File: config.mk
export PLATFORM = sky130hd
export DESIGN_NAME = axil_fb_port
export DESIGN_NICKNAME = d
export VERILOG_FILES = /design/src/panel_params_pkg.sv /design/src/panel_types_pkg.sv /design/src/axil_fb_port.sv
export SDC_FILE = /design/constraint.sdc
export NUM_CORES = 1
export LEC_CHECK = 0
export BUFFER_PORTS_ARGS = -buffer_cell sky130_fd_sc_hd__buf_2
export CAP_MARGIN = 40
export CORE_UTILIZATION = 35
export CTS_CLUSTER_SIZE = 20
export DETAILED_ROUTE_END_ITERATION = 12
export MAX_ROUTING_LAYER = met4
export PLACE_DENSITY = 0.75
export SLEW_MARGIN = 20
export SYNTH_ARGS = -nofsm -noshare
export SYNTH_HDL_FRONTEND = slang
export SYNTH_SLANG_ARGS = --single-unit
File: constraint.sdc
create_clock -name clk_in -period 1.6 [get_ports clk_in]
set_clock_uncertainty 0.1 [all_clocks]
set_input_delay 0.32 -clock clk_in [delete_from_list [all_inputs] [get_ports clk_in]]
set_output_delay 0.32 -clock clk_in [all_outputs]
set_load 0.01 [all_outputs]
File: src/panel_params_pkg.sv
// panel geometry constants
// framebuffer address and data widths derived from them

package panel_params_pkg;

    // panel size, each half scanned in parallel
    localparam int unsigned PIXEL_WIDTH      = 64;
    localparam int unsigned PIXEL_HALFHEIGHT = 16;
    localparam int unsigned BYTES_PER_PIXEL  = 1;

    // framebuffer word address is {row, column}
    localparam int unsigned COL_BITS      = $clog2(PIXEL_WIDTH);
    localparam int unsigned ROW_BITS      = $clog2(PIXEL_HALFHEIGHT);
    localparam int unsigned RAM_ADDR_BITS = COL_BITS + ROW_BITS;

    // RGB332 pixels, bottom half in the upper byte of a word
    localparam int unsigned PIXEL_BITS    = 8 * BYTES_PER_PIXEL;
    localparam int unsigned RAM_DATA_BITS = 2 * PIXEL_BITS;

    // load value of the fetch sequencer
    localparam int unsigned FETCH_CYCLES = 3;

endpackage

File: src/panel_types_pkg.sv
// scan FSM states, AXI response codes and the host register map

package panel_types_pkg;

    typedef enum logic [2:0] {
        IDLE,
        FETCH,
        SHIFT,
        LATCH,
        DISPLAY
    } scan_state_t;

    typedef enum logic [1:0] {
        OKAY   = 2'b00,
        SLVERR = 2'b10
    } axi_resp_t;

    localparam int unsigned AXI_ADDR_BITS = 14;
    localparam int unsigned AXI_DATA_BITS = 32;

    // bit 13 clear selects framebuffer space, word n at byte 4n
    localparam int unsigned SPACE_BIT = 13;
    localparam logic [AXI_ADDR_BITS-1:0] FB_BASE   = 14'h0000;
    localparam logic [AXI_ADDR_BITS-1:0] CTRL_ADDR = 14'h2000;
    localparam int unsigned CTRL_ENABLE_BIT = 0;

endpackage

File: src/axil_fb_port.sv
// AXI4-Lite slave for the framebuffer host port and the control register
// one transaction in flight, reads return two cycles after the ar handshake

`timescale 1ns/1ps

module axil_fb_port #(
    parameter int unsigned ADDR_BITS = panel_params_pkg::RAM_ADDR_BITS
) (
    input  logic                                       reset,
    input  logic                                       clk_in,
    input  logic [panel_types_pkg::AXI_ADDR_BITS-1:0]  awaddr,
    input  logic                                       awvalid,
    output logic                                       awready,
    input  logic [panel_types_pkg::AXI_DATA_BITS-1:0]  wdata,
    input  logic                                       wvalid,
    output logic                                       wready,
    output panel_types_pkg::axi_resp_t                 bresp,
    output logic                                       bvalid,
    input  logic                                       bready,
    input  logic [panel_types_pkg::AXI_ADDR_BITS-1:0]  araddr,
    input  logic                                       arvalid,
    output logic                                       arready,
    output logic [panel_types_pkg::AXI_DATA_BITS-1:0]  rdata,
    output panel_types_pkg::axi_resp_t                 rresp,
    output logic                                       rvalid,
    input  logic                                       rready,
    output logic                                       fb_we,
    output logic [ADDR_BITS-1:0]                       fb_addr,
    output logic [panel_params_pkg::RAM_DATA_BITS-1:0] fb_wdata,
    input  logic [panel_params_pkg::RAM_DATA_BITS-1:0] fb_rdata,
    output logic                                       enable
);
    import panel_params_pkg::*;
    import panel_types_pkg::*;

    logic       busy;
    logic       write_hs;
    logic       read_hs;
    logic [1:0] read_pipe;
    logic       read_fb;
    logic       read_ctrl;

    function automatic logic is_fb(input logic [AXI_ADDR_BITS-1:0] addr);
        return !addr[SPACE_BIT];
    endfunction

    function automatic logic [ADDR_BITS-1:0] word_of(input logic [AXI_ADDR_BITS-1:0] addr);
        logic [AXI_ADDR_BITS-1:0] offset;
        offset = addr - FB_BASE;
        return offset[ADDR_BITS+1:2];
    endfunction

    assign write_hs = awready && awvalid && wready && wvalid;
    assign read_hs  = arready && arvalid;
    // a pending response stalls new requests
    assign busy = awready || arready || bvalid || rvalid || (read_pipe != 2'b00);

    always_ff @(posedge clk_in) begin
        if (reset) begin
            awready   <= 1'b0;
            wready    <= 1'b0;
            arready   <= 1'b0;
            bvalid    <= 1'b0;
            bresp     <= OKAY;
            rvalid    <= 1'b0;
            rresp     <= OKAY;
            read_pipe <= 2'b00;
            fb_we     <= 1'b0;
            enable    <= 1'b0;
        end else begin
            awready   <= 1'b0;
            wready    <= 1'b0;
            arready   <= 1'b0;
            fb_we     <= 1'b0;
            read_pipe <= {read_pipe[0], read_hs};
            // writes win when both arrive together
            if (!busy && awvalid && wvalid) begin
                awready <= 1'b1;
                wready  <= 1'b1;
            end else if (!busy && arvalid) begin
                arready <= 1'b1;
            end
            if (write_hs) begin
                fb_we  <= is_fb(awaddr);
                bvalid <= 1'b1;
                bresp  <= (is_fb(awaddr) || awaddr == CTRL_ADDR) ? OKAY : SLVERR;
                if (awaddr == CTRL_ADDR) begin
                    enable <= wdata[CTRL_ENABLE_BIT];
                end
            end else if (bvalid && bready) begin
                bvalid <= 1'b0;
            end
            if (read_pipe[1]) begin
                rvalid <= 1'b1;
                rresp  <= (read_fb || read_ctrl) ? OKAY : SLVERR;
            end else if (rvalid && rready) begin
                rvalid <= 1'b0;
            end
        end
    end

    // request payload and read data
    always_ff @(posedge clk_in) begin
        if (write_hs) begin
            fb_addr  <= word_of(awaddr);
            fb_wdata <= wdata[RAM_DATA_BITS-1:0];
        end else if (read_hs) begin
            fb_addr   <= word_of(araddr);
            read_fb   <= is_fb(araddr);
            read_ctrl <= (araddr == CTRL_ADDR);
        end
        if (read_pipe[1]) begin
            if (read_fb) begin
                rdata <= AXI_DATA_BITS'(fb_rdata);
            end else if (read_ctrl) begin
                rdata <= AXI_DATA_BITS'(enable);
            end else begin
                rdata <= '0;
            end
        end
    end

endmodule

# Word level (Yosys, flattened, before mapping)
# Index checks and enable logic that the tools add are counted.
[op_classes]
n_mux = 12
shift = 0
n_eq_ne = 2
magnitude_cmp = 0
n_bitwise = 1
add_sub_neg = 0
n_reduce_logical = 26
n_mul = 0
div = 0
[ops]
columns = ["op", "count"]
rows = [
  ["$eq A14 B14 Y1 const B", 2],
  ["$mux W10", 2],
  ["$mux W16", 1],
  ["$logic_and A1 B1 Y1", 9],
  ["$reduce_bool A2 Y1", 4],
  ["$mux W1", 7],
  ["$logic_or A1 B1 Y1", 6],
  ["$mux W2", 2],
  ["$reduce_and A2 Y1", 2],
  ["$reduce_or A2 Y1", 2],
  ["$logic_not A1 Y1", 3],
  ["$not A1 Y1", 1],
]
[totals]
regBits = 72
word_cells = 56
n_memories = 0
ram_bits = 0
output_inout_bits = 69
romBits = 0
input_bits = 83
latch_bits = 0

# Depth between registers and ports, before layout
[logic_depth]
word_depth = 8
mapped_depth = 5

# Worst setup path before layout
# No wires, ideal clock.
[synth_path]
path_kind = "reg2reg"
start = "reg wready"
end = "reg fb_addr[0] (data pin)"
setup_ps = 260
path_stages_with_launch = 5
t_arrival_ps = 1314
path_buffers = 1
path_slack_ps = -74
required_ps = 1240
cell_sequence = "dfxtp_1 -> nand3_1 -> inv_1 -> buf_4 -> mux2_2"
[synth_between]
elab_chain_cells = 4
[synth_lines]
columns = ["item", "line_no", "rtl"]
rows = [
  ["from (decl)", "axil_fb_port.sv:16", "output logic wready,"],
  ["from (signal assigned)", "axil_fb_port.sv:61", "wready <= 1'b0;"],
  ["from (signal assigned)", "axil_fb_port.sv:72", "wready <= 1'b0;"],
  ["from (signal assigned)", "axil_fb_port.sv:79", "wready <= 1'b1;"],
  ["$logic_and A1 B1 Y1", "--", ""],
  ["$logic_and A1 B1 Y1 (*) (2 in series)", "axil_fb_port.sv:53", "assign write_hs = awready && awvalid && wready && wvalid;"],
  ["net write_hs", "axil_fb_port.sv:37", "logic write_hs;"],
  ["$mux W10 (*)", "axil_fb_port.sv:104", "if (write_hs) begin"],
  ["to (signal assigned)", "axil_fb_port.sv:105", "fb_addr <= word_of(awaddr);"],
  ["to (signal assigned)", "axil_fb_port.sv:108", "fb_addr <= word_of(araddr);"],
  ["to (decl)", "axil_fb_port.sv:28", "output logic [ADDR_BITS-1:0] fb_addr,"],
]
# Mark *: on every way through the listed nets, which the timed path passes. The rest lies on a longest branch.
# A chain may end at the register's enable or synchronous reset.

# Worst setup path after layout
[layout_path]
start = "reg wready"
end = "reg enable"
[layout_between]
elab_chain_cells = 4
[layout_lines]
columns = ["item", "line_no", "rtl"]
rows = [
  ["$logic_and A1 B1 Y1", "--", ""],
  ["$logic_and A1 B1 Y1 (*) (2 in series)", "axil_fb_port.sv:53", ""],
  ["$reduce_and A2 Y1 (no line) (*)", "--", ""],
  ["to (signal assigned)", "axil_fb_port.sv:88", "enable <= wdata[CTRL_ENABLE_BIT];"],
  ["to (decl)", "axil_fb_port.sv:31", "output logic enable"],
]
# Every way passes the cells marked *; elsewhere a longest branch is shown, timed or not.

==> results.py <==
metrics = {
    "outcome": {
        "status": "finished, final reports clean",
    },
    "detailed_routing": {
        "drt_first_pass_iters": 4,
        "routed_wl_um": 4360,
        "drtAntennaViolNets": 0,
        "drc_errors": 0,
        "routedWlPerCell_um": 12.7,
        "drt_iter0_drc": 52,
        "num_vias": 1493,
        "drt-vias-per-instance": 4.37,
    },
    "cts": {
        "cts_buffers": 5,
        "cts_tree": "built",
        "cts_root_buf": "clkbuf_8",
        "post-cts-setup-buffer-count": 0,
        "clkSinkCount": 54,
        "h-tree-depth": 2,
        "clock_latency_ns": 0.30,
        "cts.reportedPaths.clkPinSlew_ns": 0.10,
        "clockBufferDepth": 2,
    },
    "setup_path": {
        "worstSetupEndpointType": "flip-flop",
        "reg2reg_from": "wready",
        "max_stage_delay_ns": 0.38,
        "cp_num_buf_inv": 1,
        "cp.arrival_ns": 1.60,
        "slowest_stage": "dfxtp_1",
        "worstReg2RegEnd": "enable",
        "r2r_cells": 5,
        "cp.required_ns": 1.74,
        "r2r_setup_slack_ns": 0.13,
        "crit_family": "simple AND/OR/NAND/NOR gates",
        "start_kind": "flip-flop",
        "crit_type": "reg2reg",
        "cp_max_fo": 12,
        "worstPathCellList": "nand3_1 > inv_4 > nand3_1 > nor4_4 > mux2i_1",
        "crit_top_cell": "nand3_1",
    },
    "global_routing": {
        "overflow": 0,
        "grt_pass1_vias": 1329,
        "gr-usage-all-layers": 0.137,
        "antenna_found_initial": 0,
        "grt_pass1_wl_um": 6380,
        "grt_max_degree": 19,
    },
    "timing": {
        "finalHoldViolCount": 0,
        "timing.final.crit_share": 0.917,
        "setup_viol": 0,
        "max_freq_mhz": 681,
        "period_needed_ns": 1.47,
        "rsz0062_at_grt": "true",
        "final_max_slew_viol_count": 0,
    },
    "synth": {
        "synth_xor_area_frac": 0,
        "yosysSeqAreaShare": 0.714,
        "synth_fa_ha_area_frac": 0,
        "syn-instance-count": 142,
        "syn_avg_cell_area_um2": 15.0,
        "ys_warn_count": 0,
        "ys_types": 22,
        "yosys.area_share.simple": 0.131,
        "synth_top_family_by_area": "simple AND/OR/NAND/NOR gates",
        "synth_area_um2": 2130,
        "muxShareOfSynthArea": 0.0669,
        "ys_ff_latch": 54,
        "synth_compound_area_frac": 0.00704,
    },
    "power_and_ir_drop": {
        "p_int_w": 0.00195,
        "power_frac_clock": 0.296,
        "vdd_ir_drop_max_uv": 364,
        "leakagePower_nw": 1.24,
        "netSwitchingFraction": 0.217,
        "power_switching_w": 0.000540,
        "powerDensity_nw_per_um2": 874,
        "p_comb_frac": 0.082,
        "power.sequential.fraction": 0.622,
        "p_total_w": 0.00249,
    },
    "min_path": {
        "hold_path.class": "in2reg",
        "holdPathStages": 1,
        "min_from": "wdata[2]",
        "holdPathEnd": "fb_wdata[2]",
    },
    "cells_and_area": {
        "layout-drive-gt1-share": 0.536,
        "syn_to_final_growth_pct": 33.7,
        "num_antenna_cells": 0,
        "fin_util": 0.484,
        "final_nets": 349,
    },
    "die": {
        "initial_core_util": 0.362,
        "die_area_um2": 6410,
        "io_pins": 152,
        "die_h_um": 80.1,
        "design.core.area_um2": 5890,
        "die_x_um": 80.1,
        "num_rows": 28,
    },
    "place": {
        "portBuffers": 117,
        "place.gp.congestion": 0.679,
        "dp_hpwl_um": 3410,
    },
    "flow_run": {
        "drv_cap": 0,
    },
}
==> kinds of logic (layout without fill, tap and decap cells) <==
group | after synthesis | after routing
compound gates | 3 | 3
buf+inv | 25 | 133
flops | 54 | 54
mux | 13 | 13
other cells | 1 | 18
simple gates | 46 | 46
==> cells in the mapped netlist <==
library cell	instances	area (um^2)
and2_1	15	93.8
inv_1	3	11.3
nor3_1	2	10.0
or4b_4	1	13.8
edfxtp_1	44	1320
or4_1	2	15.0
conb_1	1	3.75
nand2_1	6	22.5
mux2i_1	3	30.0
nand3_1	2	10.0
clkbuf_1	2	7.51
mux2_2	10	113
dfxtp_1	10	200
nor2_1	5	18.8
and3_1	1	6.26
o21ai_0	1	5.00
nand2b_1	3	18.8
buf_4	20	150
nor2b_1	2	12.5
nor4_4	1	21.3
a21oi_1	2	10.0
nor4_1	6	37.5
==> worst max path at each step <==
| stage | cells after the start | slack, ns | startpoint | end |
|---|---|---|---|---|
| global route | 5 | -0.009 | wready | enable |
| floorplan | 4 | 0.02 | wready | fb_addr[0] |
| detailed placement | 4 | -0.08 | awaddr[3] | enable |
| global placement | 4 | -0.04 | awaddr[3] | enable |
| CTS | 5 | 0.04 | wready | enable |
| finish | 5 | 0.13 | wready | enable |
==> registers in the layout, summed over array words and instances, names as in the netlist, 2 cells and up <==
| signal | count |
|---|---|
| read_pipe | 2 |
| fb_wdata | 16 |
| rdata | 16 |
| fb_addr | 10 |
==> layout make-up <==
class / instances / area [um^2]
inverters: 3 / 13.8
repair buffers: 122 / 623
flip-flops and latches: 54 / 1520
multi-input cells: 80 / 512
fillers: 583 / 3040
well taps: 75 / 93.8
clock inverters: 2 / 13.8
clock buffers: 6 / 72.6
==> layout by cell type (no fill, tap or decap) <==
cell type and instances:
conb_1 18, clkinv_2 1, mux2i_1 3, nand3_1 2, dfxtp_1 10, and2_1 15, and3_1 1, or4_1 2
buf_2 117, clkbuf_1 1, o21ai_0 1, mux2_2 10, clkbuf_8 5, or4b_4 1, clkinv_4 1, nor2b_1 2
inv_1 2, nor4_2 1, nand2_1 6, buf_4 5, nor4_1 5, nor3_1 2, nand2b_1 3, edfxtp_1 44
inv_4 1, a21oi_1 2, nor4_4 1, nor2_1 5
==> routing by layer <==
layer / track usage / vias up / share of wire
li1: - / 719 / -
met4: 0.0589 / 0 / 0.0078
met2: 0.222 / 95 / 0.49
met1: 0.164 / 675 / 0.40
met3: 0.0295 / 4 / 0.099
met5: - / - / 0
==> metrics by stage <==
stage / cell area (um^2) / instances / setup WS [ns] / TNS, ns / hold slack (ns)
finish: 2850 / 342 / 0.133 / 0 / 0.0903
global route: 2850 / 342 / -0.00919 / -0.00919 / 0.0742
CTS: 2840 / 342 / 0.0421 / 0 / 0.0770
detailed placement: 2760 / 334 / -0.0785 / -0.0785 / 0.356
global placement: 2760 / 334 / -0.0426 / -0.0442 / 0.336
floorplan: 2200 / 159 / 0.0232 / 0 / 0.299
==> worst register-to-register path, stage by stage (launching register included) <==
cell and delay [ns]:
dfxtp_1 0.38, nand3_1 0.16, inv_4 0.18, nand3_1 0.14
nor4_4 0.23, mux2i_1 0.22
==> repair_timing <==
item | in CTS | in global routing
hold buffers | 0 | 0
setup endpoints to repair | 0 | 2
gates resized for setup | 0 | 2
==> power groups by stage <==
stage | logic, W | registers, W | clock network [W]
floorplan | 0.000105 | 0.00159 | 0
global placement | 0.000198 | 0.00158 | 0
detailed placement | 0.000203 | 0.00158 | 0
CTS | 0.000204 | 0.00155 | 0.000766
global route | 0.000226 | 0.00155 | 0.000819
finish | 0.000205 | 0.00155 | 0.000739
(Power assumes the default switching activity.)
