File: config.mk
export PLATFORM = sky130hd
export DESIGN_NAME = framebuffer_fetch
export DESIGN_NICKNAME = d
export VERILOG_FILES = /design/src/panel_params_pkg.sv /design/src/timeout.sv /design/src/framebuffer_fetch.sv
export SDC_FILE = /design/constraint.sdc
export NUM_CORES = 1
export LEC_CHECK = 0
export ABC_AREA = 1
export BUFFER_PORTS_ARGS = -buffer_cell sky130_fd_sc_hd__buf_2
export CORE_MARGIN = 2
export CORE_UTILIZATION = 38
export CTS_CLUSTER_SIZE = 10
export DETAILED_ROUTE_END_ITERATION = 7
export PLACE_DENSITY = 0.77
export SLEW_MARGIN = 20
export SYNTH_ARGS = -nofsm -noshare
export SYNTH_HDL_FRONTEND = slang
export SYNTH_SLANG_ARGS = --single-unit
File: constraint.sdc
create_clock -name clk_in -period 1.4 [get_ports clk_in]
set_input_delay 0.07 -clock clk_in [delete_from_list [all_inputs] [get_ports clk_in]]
set_output_delay 0.07 -clock clk_in [all_outputs]
set_load 0.005 [all_outputs]
File: src/panel_params_pkg.sv
// panel geometry constants
// framebuffer address and data widths derived from them

package panel_params_pkg;

    // panel size, each half scanned in parallel
    localparam int unsigned PIXEL_WIDTH      = 64;
    localparam int unsigned PIXEL_HALFHEIGHT = 16;
    localparam int unsigned BYTES_PER_PIXEL  = 1;

    // framebuffer word address is {row, column}
    localparam int unsigned COL_BITS      = $clog2(PIXEL_WIDTH);
    localparam int unsigned ROW_BITS      = $clog2(PIXEL_HALFHEIGHT);
    localparam int unsigned RAM_ADDR_BITS = COL_BITS + ROW_BITS;

    // RGB332 pixels, bottom half in the upper byte of a word
    localparam int unsigned PIXEL_BITS    = 8 * BYTES_PER_PIXEL;
    localparam int unsigned RAM_DATA_BITS = 2 * PIXEL_BITS;

    // load value of the fetch sequencer
    localparam int unsigned FETCH_CYCLES = 3;

endpackage

File: src/timeout.sv
// loadable down-counter
// running stays high while the count is nonzero

`timescale 1ns/1ps

module timeout #(
    parameter int unsigned COUNTER_WIDTH = 2,
    parameter int unsigned COUNT         = 3
) (
    input  logic                     reset,
    input  logic                     clk_in,
    input  logic                     start,
    output logic [COUNTER_WIDTH-1:0] counter,
    output logic                     running
);

    assign running = (counter != '0);

    always_ff @(posedge clk_in) begin
        if (reset) begin
            counter <= '0;
        end else if (start) begin
            counter <= COUNTER_WIDTH'(COUNT);
        end else if (running) begin
            counter <= counter - 1'b1;
        end
    end

endmodule

File: src/framebuffer_fetch.sv
// pixel fetch for one column of a row pair
// reads one framebuffer word and splits it into top and bottom pixels

`timescale 1ns/1ps

module framebuffer_fetch #(
    parameter int unsigned PIXEL_WIDTH      = panel_params_pkg::PIXEL_WIDTH,
    parameter int unsigned PIXEL_HALFHEIGHT = panel_params_pkg::PIXEL_HALFHEIGHT
) (
    input  logic                                           reset,
    input  logic                                           clk_in,
    input  logic [$clog2(PIXEL_WIDTH)-1:0]                 column_address,
    input  logic [$clog2(PIXEL_HALFHEIGHT)-1:0]            row_address,
    input  logic                                           pixel_load_start,
    input  logic [panel_params_pkg::RAM_DATA_BITS-1:0]     ram_data,
    output logic [$clog2(PIXEL_WIDTH)+$clog2(PIXEL_HALFHEIGHT)-1:0] ram_address,
    output logic                                           ram_clk_enable,
    output logic                                           fetch_busy,
    output logic [panel_params_pkg::PIXEL_BITS-1:0]        pixeldata_top,
    output logic [panel_params_pkg::PIXEL_BITS-1:0]        pixeldata_bottom
);
    import panel_params_pkg::*;

    localparam int unsigned FETCH_BITS = $clog2(FETCH_CYCLES + 1);
    // RAM word is valid one edge after the load
    localparam logic [FETCH_BITS-1:0] CAPTURE_COUNT = FETCH_BITS'(FETCH_CYCLES - 1);

    logic [FETCH_BITS-1:0] fetch_count;
    logic                  fetch_running;

    // row selects the block of PIXEL_WIDTH words
    assign ram_address    = {row_address, column_address};
    assign ram_clk_enable = fetch_running;
    assign fetch_busy     = fetch_running;

    timeout #(
        .COUNTER_WIDTH(FETCH_BITS),
        .COUNT        (FETCH_CYCLES)
    ) u_fetch_timer (
        .reset  (reset),
        .clk_in (clk_in),
        .start  (pixel_load_start),
        .counter(fetch_count),
        .running(fetch_running)
    );

    always_ff @(posedge clk_in) begin
        if (reset) begin
            pixeldata_top    <= '0;
            pixeldata_bottom <= '0;
        end else if (fetch_count == CAPTURE_COUNT) begin
            {pixeldata_bottom, pixeldata_top} <= ram_data;
        end
    end

endmodule

* Yosys cells after proc, flatten, opt, wreduce, memory -nomap -nowiden
Cells that the tools add are included.
** Storage, ports and cells
- Register bits after elaboration :: 18
- Bits in latches :: 0
- RAM bits :: 0
- Bits in read-only memories :: 0
- Output and inout port bits :: 28
- Memories :: 0
** Cells by class
- Add/sub/neg operators :: 1
- Multipliers :: 0
- Div/mod/pow operators :: 0
- Magnitude comparators :: 0
- Eq/ne operators :: 1
- Shift operators :: 0
- Mux-type cells :: 2
- Bitwise logic cells :: 0
- Reductions and logical operators :: 2
** Operators by type and width (count)
- 2-to-1 mux 2 bit :: 2
- nonzero test 2 bit :: 2
- equality test 2 bit, second input constant :: 1
- subtractor 2 x 1 -> 2 bit, second input constant :: 1

* Logic depth before layout (Yosys ltp)
Gate-level depths: netlist (run 1).
- Word-level depth :: 3
- Gate-level depth with buffers :: 7
- Mapped depth without buffers :: 7

* Modules after synthesis
From an unflattened synthesis (run 1), not the netlist that was laid out.
** Unflattened totals
- Cells, all modules :: 135
- Area, all modules :: 897.1 um2
** Modules (own cells, without submodules)
- framebuffer_fetch :: times used 1, cells an instance 116, area each 780.7 um2
- timeout :: times used 1, cells an instance 19, area each 116.4 um2

* Least setup slack after synthesis (run 1)
No wires, ideal clock.
- Kind :: register to register
- From :: register u_fetch_timer.counter[0]
- To :: register pixeldata_bottom[0] in the netlist's numbering
- Setup time :: 0.116 ns
- Arrival time :: 0.991 ns
- Data required time :: 1.284 ns
- Setup slack :: 0.293 ns
- Cell stages (with the launch flop) :: 6
- Buffers on the path :: 1
- Period minus slack after synthesis :: 1.107 ns
- Cells stage by stage :: dfxtp_1 inv_1 ha_1 buf_4 o21ai_0 nor2_1
** On the way
- Cells in the longest elaborated chain, start to end :: 1
** RTL lines
- start: declaration :: line timeout.sv:13 : output logic [COUNTER_WIDTH-1:0] counter,
- start signal: assignment :: line timeout.sv:23 : counter <= COUNTER_WIDTH'(COUNT);
- start signal: assignment :: line timeout.sv:25 : counter <= counter - 1'b1;
- equality test 2 bit :: line framebuffer_fetch.sv:51 : end else if (fetch_count == CAPTURE_COUNT) begin
- end signal: assignment :: line framebuffer_fetch.sv:52 : {pixeldata_bottom, pixeldata_top} <= ram_data;
- end: declaration :: line framebuffer_fetch.sv:20 : output logic [panel_params_pkg::PIXEL_BITS-1:0] pixeldata_bottom
No other way between the ends.
A chain may end at the register's enable or synchronous reset.

* Worst setup path after layout (run 1)
- From :: register u_fetch_timer.counter[0]
- To :: register pixeldata_bottom[5] in the netlist's numbering
The elaborated chain is that of the path after synthesis.

==> impl_metrics.py, run 1 <==
metrics = {
    "final_layout": {
        "stdcell_count": 152,
        "diodes": 0,
        "fillerInstances": 213,
        "drive_gt1_share_pct": 33.6,
        "finalNetCount": 158,
        "syn2layout_area_growth_pct": 18.8,
        "multiInputGateArea_sq_um": 263,
        "seqCellArea_sq_um": 360,
    },
    "critical_path": {
        "critPathMostFrequentCell": "nor2_1",
        "r2r_end": "pixeldata_bottom[5]",
        "worstPathCellList": "inv_1 > ha_2 > inv_2 > nor2_1 > nor2_1",
        "max_stage_delay_ps": 340,
        "crit_arrival_ps": 1430,
        "r2r_start": "u_fetch_timer.counter[0]",
        "r2r_slack_ps": 150,
        "cp_max_fo": 17,
        "reg2reg_depth": 5,
        "cp-end-kind": "register",
        "path_buf_inv": 2,
        "cp_top_family": "adder cells",
        "path_class": "register to register",
        "cp.required_ps": 1580,
        "crit_path_top_delay_cell": "ha_2",
        "startpoint_type": "register",
    },
    "drt": {
        "viasPerCell": 4.52,
        "final_antenna_net_count": 0,
        "num_vias": 687,
        "drc_errors": 0,
        "wl_per_cell_microns": 10.7,
        "dr.pass1.iters": 4,
        "drtIter0Drc": 22,
        "routed_wl_mm": 1.63,
    },
    "placement": {
        "io_buffers": 36,
        "place_worst_setup_slack_ps": -23.1,
        "dp_cells": 148,
        "place_congestion": 0.639,
        "dp_hpwl_mm": 1.22,
    },
    "cts": {
        "cts_setup_buffers": 0,
        "cts_tree": "built",
        "root_buffer": "clkbuf_4",
        "cts_buffers": 3,
        "clkLatencyLatePin_ps": 280,
        "clkTransAtPathRegs_ps": 90,
        "clock-sinks": 18,
        "htreeDepth": 1,
        "cts_buffer_depth": 2,
    },
    "timing": {
        "whs_ps": 3.72,
        "finalHoldViolations": 0,
        "timing.final.crit_share_pct": 89.3,
        "fin_tns_setup_ps": 0,
        "rsz0062_at_grt": "false",
        "slew_headroom_pct": 82.4,
        "max_freq_mhz": 800,
        "slew_violations": 0,
        "fin_skew_ps": 3.09,
        "worst_slack_ps": 150,
        "period_minus_slack_ps": 1250,
        "final-setup-viol-count": 0,
        "worstMarginPinSlew_ps": 264,
    },
    "min_path": {
        "min_to": "pixeldata_bottom[3]",
        "worst_hold_path_type": "primary input to register",
        "min_from": "ram_data[11]",
        "worstHoldPathCells": 3,
    },
    "logic_synthesis": {
        "yosys_warnings": 0,
        "synth.distinct_cells": 12,
        "synthXorXnorAreaFrac_pct": 0,
        "synthSimpleGateAreaFrac_pct": 20.5,
        "synth_area_per_cell_sq_um": 7.65,
        "netlist_area_sq_um": 757,
        "synth_fp_nets": 130,
        "synth_fa_ha_area_share_pct": 3.31,
        "synth-compound-area-share_pct": 10.6,
        "synth_cells": 99,
        "synth_mux_area_share_pct": 0,
        "synth-seq-area-share_pct": 47.6,
        "postSynthRegisterBits": 18,
        "synth_top_family_by_area": "simple AND/OR/NAND/NOR gates",
    },
    "grt": {
        "grt_usage_pct": 15.2,
        "grt_pass1_wl_mm": 2.88,
        "grt_overflow_total": 0,
        "antenna_found_initial": 0,
        "grt_max_degree": 18,
        "grt_pass1_vias": 686,
    },
    "floorplan": {
        "start_util_pct": 39.4,
        "die_x_microns": 48.6,
        "ioPinCount": 57,
        "rows": 16,
        "die_y_microns": 48.6,
        "core_area_sq_um": 1920,
        "dieArea_sq_um": 2360,
    },
    "outcome": {
        "status": "complete, no violations",
    },
    "pwr": {
        "peakVddDrop_mv": 0.614,
        "total_power_mw": 1.03,
        "powerDensity_nw_per_um2": 1150,
        "leakagePower_nw": 0.493,
    },
    "job": {
        "cap_violations": 0,
    },
}
[worst max path at each step]
stage	slack (ps)	depth (start not counted)	startpoint	endpoint
after global routing	50	5	u_fetch_timer.counter[0]	pixeldata_bottom[1]
after floorplan	290	5	u_fetch_timer.counter[0]	pixeldata_bottom[0]
after global placement	50	5	u_fetch_timer.counter[0]	pixeldata_top[6]
after CTS	140	5	u_fetch_timer.counter[0]	pixeldata_top[2]
after detailed placement	-20	5	u_fetch_timer.counter[0]	pixeldata_top[2]
final	150	5	u_fetch_timer.counter[0]	pixeldata_bottom[5]
[tightest hold or removal path, delay by kind of cell]
kind | cells | cell delay (ps)
buffers and inverters | 1 | 70
and+or+nand+nor | 2 | 110
[sequential cells by signal (all words and copies together), names as in the netlist]
register / flops
pixeldata_bottom: 8
pixeldata_top: 8
u_fetch_timer.counter: 2
[power breakdown]
part	internal, mW	switching, mW
registers	0.564	0.0264
clock network	0.0998	0.139
logic	0.0928	0.111
total	0.757	0.276
[area by class of cell]
| class | instances | area share (%) |
|---|---|---|
| Clock buffer | 3 | 2.50 |
| Inverter | 8 | 3.34 |
| Multi-Input combinational cell | 59 | 29.2 |
| Sequential cell | 18 | 40.1 |
| Tap cell | 27 | 3.76 |
| Timing Repair Buffer | 37 | 21.1 |
[cells in the mapped netlist (all sizes together)]
cell type	count	area (sq um)
o21ai	16	80.1
nand2	5	18.8
inv	8	30.0
nand3	1	5.00
buf	14	106
nor2	35	131
dfxtp	18	360
ha	2	25.0
[per-layer routing]
layer	part of all wire (%)	up-vias	track usage [%]	routed length (microns)
met5	0	-	0	0
met4	2.2	0	9.05	36
met3	8.6	6	3.40	140
met2	46	33	24.7	750
met1	43	303	18.3	700
li1	-	345	-	-
[stage by stage]
step	util, %	cell area, sq um
2_1_floorplan	-	757
3_3_place_gp	45.0	865
3_5_place_dp	45.0	865
4_1_cts	46.8	900
5_1_grt	46.8	900
6_report	46.8	900
[repair_timing]
item                                   in CTS  in global routing
hold buffers                                1                  0
setup endpoints to repair                  16                  0
resized for setup                           1                  0
endpoints found under the hold margin       1                  0
[cell usage in the layout, fill, tap and decap left out]
cell type,Yosys,routed
buf_2,1,36
clkbuf_4,0,3
dfxtp_1,18,18
dlygate4sd3_1,0,1
ha_1,2,1
ha_2,0,1
inv_1,6,6
inv_2,2,2
nand2_1,5,5
nand3_1,1,1
nor2_1,35,35
o21ai_0,14,14
o21ai_1,2,2
[cell families (layout without fill, tap and decap cells)]
family                     count (synthesis)  in the layout
buffers and inverters                     22             48
adders and majority gates                  2              2
AOI/OAI and AO/OA                         16             16
DFF                                       18             18
and+or+nand+nor                           41             41
No activity file was read; power rests on OpenSTA's default activity.
==> inputs of run 2 (changes only) <==
--- a/config.mk
+++ b/config.mk
@@ -11,6 +11,7 @@
 export CORE_UTILIZATION = 38
 export CTS_CLUSTER_SIZE = 10
 export DETAILED_ROUTE_END_ITERATION = 7
+export HOLD_SLACK_MARGIN = 0.02
 export PLACE_DENSITY = 0.77
 export SLEW_MARGIN = 20
 export SYNTH_ARGS = -nofsm -noshare
==> run 2 against run 1 <==
Net effect: via count grew 4.5%; setup slack got worse by 5.1 ps; sequential power about the same; register-to-register slack barely moved; clock-buffer cell count is the same; highest routed layer unchanged.
==> impl_metrics.py, run 2 (synthesized netlist as in run 1, its figures left out) <==
metrics = {
    "final_layout": {
        "diodes": 0,
        "finalNetCount": 167,
        "reg_top3": "pixeldata_bottom (8), pixeldata_top (8), u_fetch_timer.counter (2)",
        "final_common_cell": "buf_2",
        "final_cell_mix": "buf_2 (36), nor2_1 (35), dfxtp_1 (18)",
        "post-route-util_pct": 51.5,
        "drive_gt1_share_pct": 31.3,
        "syn2layout_area_growth_pct": 30.7,
        "fillerInstances": 203,
    },
    "floorplan": {
        "die_x_microns": 48.6,
        "core_area_sq_um": 1920,
        "rows": 16,
        "ioPinCount": 57,
        "start_util_pct": 39.4,
        "die_y_microns": 48.6,
        "dieArea_sq_um": 2360,
    },
    "critical_path": {
        "cp.required_ps": 1580,
        "crit_arrival_ps": 1440,
        "path_class": "register to register",
        "cp-end-kind": "register",
        "startpoint_type": "register",
        "cp_max_fo": 17,
        "r2r_slack_ps": 140,
    },
    "drt": {
        "viasPerCell": 4.46,
        "final_antenna_net_count": 0,
        "dr.pass1.iters": 4,
        "wl_per_cell_microns": 10.7,
        "routed_wl_mm": 1.72,
        "drc_errors": 0,
        "drtIter0Drc": 19,
        "num_vias": 718,
    },
    "cts": {
        "cts_tree": "built",
        "clock-sinks": 18,
        "clkTransAtPathRegs_ps": 90,
        "cts_buffers": 3,
        "htreeDepth": 1,
        "clkLatencyLatePin_ps": 280,
        "cts_buffer_depth": 2,
        "cts_setup_buffers": 0,
        "root_buffer": "clkbuf_4",
    },
    "timing": {
        "period_minus_slack_ps": 1260,
        "fin_skew_ps": 2.97,
        "finalHoldViolations": 0,
        "fin_tns_setup_ps": 0,
        "rsz0062_at_grt": "false",
        "final-setup-viol-count": 0,
        "slew_violations": 0,
        "slew_headroom_pct": 82.0,
        "worst_slack_ps": 145,
        "worstMarginPinSlew_ps": 269,
        "whs_ps": 20.6,
        "timing.final.crit_share_pct": 89.7,
        "max_freq_mhz": 797,
    },
    "pwr": {
        "leakagePower_nw": 0.531,
        "powerDensity_nw_per_um2": 1060,
        "peakVddDrop_mv": 0.615,
        "total_power_mw": 1.05,
    },
    "grt": {
        "grt_pass1_vias": 736,
        "grt_overflow_total": 0,
        "grt_usage_pct": 15.8,
        "grt_pass1_wl_mm": 2.99,
        "grt_max_degree": 18,
        "antenna_found_initial": 0,
    },
    "placement": {
        "place_worst_setup_slack_ps": -23.1,
        "io_buffers": 36,
        "place_congestion": 0.639,
        "dp_hpwl_mm": 1.22,
    },
    "min_path": {
        "worst_hold_path_type": "primary input to register",
    },
    "job": {
        "cap_violations": 0,
    },
    "outcome": {
        "status": "complete, no violations",
    },
}
[run 2: per-stage QoR]
step / area, sq um / cells
after floorplan: 757 / 99
after global placement: 865 / 148
after detailed placement: 865 / 148
after CTS: 990 / 161
after global routing: 990 / 161
final: 990 / 161
[run 2: per-layer routing]
layer	part of all wire (%)	wire length [microns]	track usage, %	vias up
li1	-	-	-	363
met1	43	741	18.1	313
met2	47	809	27.2	34
met3	7.6	131	3.40	8
met4	2.4	41	9.05	0
met5	0	0	0	-
[run 2: final cells by class]
class                      count  area, sq um  area share [%]
clock buffer                   3         22.5            2.28
inverter                       8         30.0            3.03
multi-input combinational     59          263            26.5
sequential                    18          360            36.4
tap                           27         33.8            3.41
timing repair buffer          46          280            28.3
[run 2: worst paths after layout]
check             depth (start not counted)             endpoint                startpoint
setup / recovery                          5  pixeldata_bottom[5]  u_fetch_timer.counter[0]
hold / removal                            3     pixeldata_top[7]               ram_data[7]
setup reg to reg                          5  pixeldata_bottom[5]  u_fetch_timer.counter[0]
hold reg to reg                           2  pixeldata_bottom[1]       pixeldata_bottom[1]
[run 2: power by group]
part	switching (mW)	total, mW	internal [mW]
combinational	0.115	0.224	0.109
sequential	0.0258	0.590	0.564
clock	0.139	0.238	0.0998
total	0.280	1.05	0.773
[run 2: repair_timing]
| item | 4_1_cts | 5_1_grt |
|---|---|---|
| resized for setup | 1 | 0 |
| hold endpoints to repair | 10 | 0 |
| endpoints found under the setup margin | 16 | 0 |
| hold buffers | 10 | 0 |
[run 2: worst max-delay path: stages, from the launching register on]
cell and delay, ps:
dfxtp_1 330, inv_1 90, ha_2 350, inv_2 190, nor2_1 140, nor2_1 60
==> inputs of run 3 (changes only) <==
--- a/config.mk
+++ b/config.mk
@@ -8,11 +8,10 @@
 export ABC_AREA = 1
 export BUFFER_PORTS_ARGS = -buffer_cell sky130_fd_sc_hd__buf_2
 export CORE_MARGIN = 2
-export CORE_UTILIZATION = 38
+export CORE_UTILIZATION = 25
 export CTS_CLUSTER_SIZE = 10
 export DETAILED_ROUTE_END_ITERATION = 7
 export HOLD_SLACK_MARGIN = 0.02
-export PLACE_DENSITY = 0.77
 export SLEW_MARGIN = 20
 export SYNTH_ARGS = -nofsm -noshare
 export SYNTH_HDL_FRONTEND = slang
==> run 3 against run 2 <==
Net effect: critical path depth decreased by 1; maximum frequency increased by 0.88%; first-iteration DRC count decreased by 21%; power increased by 2.8%; combinational power increased by 6%; setup slack improved by 11 ps; critical endpoint is now fetch_busy.
==> impl_metrics.py, run 3 (synthesized netlist as in run 1, its figures left out) <==
metrics = {
    "floorplan": {
        "die_y_microns": 59.0,
        "rows": 19,
        "start_util_pct": 27.0,
        "core_area_sq_um": 2810,
        "dieArea_sq_um": 3480,
        "die_x_microns": 59.0,
        "ioPinCount": 57,
    },
    "min_path": {
        "min_to": "pixeldata_bottom[3]",
        "min_from": "ram_data[11]",
        "worstHoldPathCells": 3,
        "worst_hold_path_type": "primary input to register",
    },
    "cts": {
        "clock-sinks": 18,
        "clkTransAtPathRegs_ps": 100,
        "cts_tree": "built",
        "root_buffer": "clkbuf_4",
        "cts_buffer_depth": 2,
        "cts_buffers": 3,
        "clkLatencyLatePin_ps": 290,
        "htreeDepth": 1,
    },
    "timing": {
        "final-setup-viol-count": 0,
        "max_freq_mhz": 804,
        "finalHoldViolations": 0,
        "period_minus_slack_ps": 1240,
        "fin_skew_ps": 2.39,
        "worst_slack_ps": 156,
        "fin_tns_setup_ps": 0,
        "slew_headroom_pct": 81.7,
        "worstMarginPinSlew_ps": 275,
        "rsz0062_at_grt": "false",
        "timing.final.crit_share_pct": 88.9,
        "slew_violations": 0,
    },
    "final_layout": {
        "final_common_cell": "buf_2",
        "final_cell_mix": "buf_2 (36), nor2_1 (35), dfxtp_1 (18)",
        "stdcell_count": 171,
        "fillerInstances": 298,
        "reg_top3": "pixeldata_bottom (8), pixeldata_top (8), u_fetch_timer.counter (2)",
        "diodes": 0,
        "finalInstanceArea_sq_um": 1050,
        "finalNetCount": 173,
        "syn2layout_area_growth_pct": 39.3,
        "drive_gt1_share_pct": 30.0,
    },
    "critical_path": {
        "cp.required_ps": 1330,
        "crit_arrival_ps": 1170,
        "r2r_end": "pixeldata_top[7]",
        "startpoint_type": "register",
        "cp-end-kind": "primary output",
        "path_class": "register to primary output",
        "r2r_start": "u_fetch_timer.counter[0]",
        "reg2reg_depth": 5,
        "cp_max_fo": 4,
        "r2r_slack_ps": 160,
    },
    "grt": {
        "grt_usage_pct": 11.7,
        "grt_overflow_total": 0,
        "grt_pass1_wl_mm": 3.04,
        "grt_pass1_vias": 750,
        "antenna_found_initial": 0,
        "grt_max_degree": 18,
    },
    "placement": {
        "place_worst_setup_slack_ps": -26.9,
        "dp_cells": 152,
        "place_congestion": 0.677,
        "dpl_cell_area_sq_um": 870,
        "io_buffers": 36,
        "dp_hpwl_mm": 1.27,
    },
    "outcome": {
        "status": "complete, no violations",
    },
    "drt": {
        "drtIter0Drc": 15,
        "num_vias": 742,
        "viasPerCell": 4.34,
        "final_antenna_net_count": 0,
        "drc_errors": 0,
        "dr.pass1.iters": 4,
        "routed_wl_mm": 1.93,
        "wl_per_cell_microns": 11.3,
    },
    "pwr": {
        "powerDensity_nw_per_um2": 1030,
        "leakagePower_nw": 0.556,
        "peakVddDrop_mv": 0.462,
    },
    "job": {
        "cap_violations": 0,
    },
}
-- run 3: timing repair --
item | in CTS | in global routing
buffers inserted | 0 | 0
hold buffers | 16 | 0
resized for setup | 1 | 0
endpoints found under the setup margin | 16 | 0
hold endpoints to repair | 16 | 0
-- run 3: worst max-delay path by stage --
| stage | slack [ps] | to | startpoint |
|---|---|---|---|
| finish | 160 | fetch_busy | u_fetch_timer.counter[0] |
| global route | 40 | pixeldata_top[7] | u_fetch_timer.counter[0] |
| CTS | 140 | ram_clk_enable | u_fetch_timer.counter[0] |
| detailed placement | -30 | pixeldata_top[7] | u_fetch_timer.counter[0] |
| global placement | 30 | pixeldata_bottom[1] | u_fetch_timer.counter[0] |
| floorplan | 290 | pixeldata_bottom[0] | u_fetch_timer.counter[0] |
-- run 3: power by group --
| part | internal [mW] | leakage, nW | switching (mW) | total, mW |
|---|---|---|---|---|
| registers | 0.564 | 0.149 | 0.0264 | 0.591 |
| clock network | 0.100 | 0.0138 | 0.154 | 0.254 |
| logic | 0.120 | 0.394 | 0.118 | 0.237 |
-- run 3: layer usage --
layer / GRT usage [%] / part of all wire [%]
met1: 12.4 / 40
met2: 21.1 / 51
met3: 2.84 / 6.9
met4: 6.17 / 1.6
met5: 0 / 0
-- run 3: final cells by class --
class,count,area (sq um),share of cell area (%)
flip-flops and latches,18,360,34.2
repair buffers,52,340,32.3
multi-input cells,59,263,24.9
well taps,31,38.8,3.68
inverters,8,30.0,2.85
clock buffers,3,22.5,2.14
-- run 3: per-stage QoR --
stage | power (mW) | hold WS, ps | util [%]
finish | 1.08 | 12.7 | 37.6
global route | 1.15 | 23.3 | 37.6
CTS | 1.09 | 21.1 | 37.6
detailed placement | 0.804 | 140 | 31.0
global placement | 0.795 | 140 | 31.0
floorplan | 0.739 | 142 | -
-- run 3: critical path: stages (launching register included) --
cell	delay (ps)
dfxtp_1	360
inv_1	70
ha_1	240
inv_1	100
buf_2	120
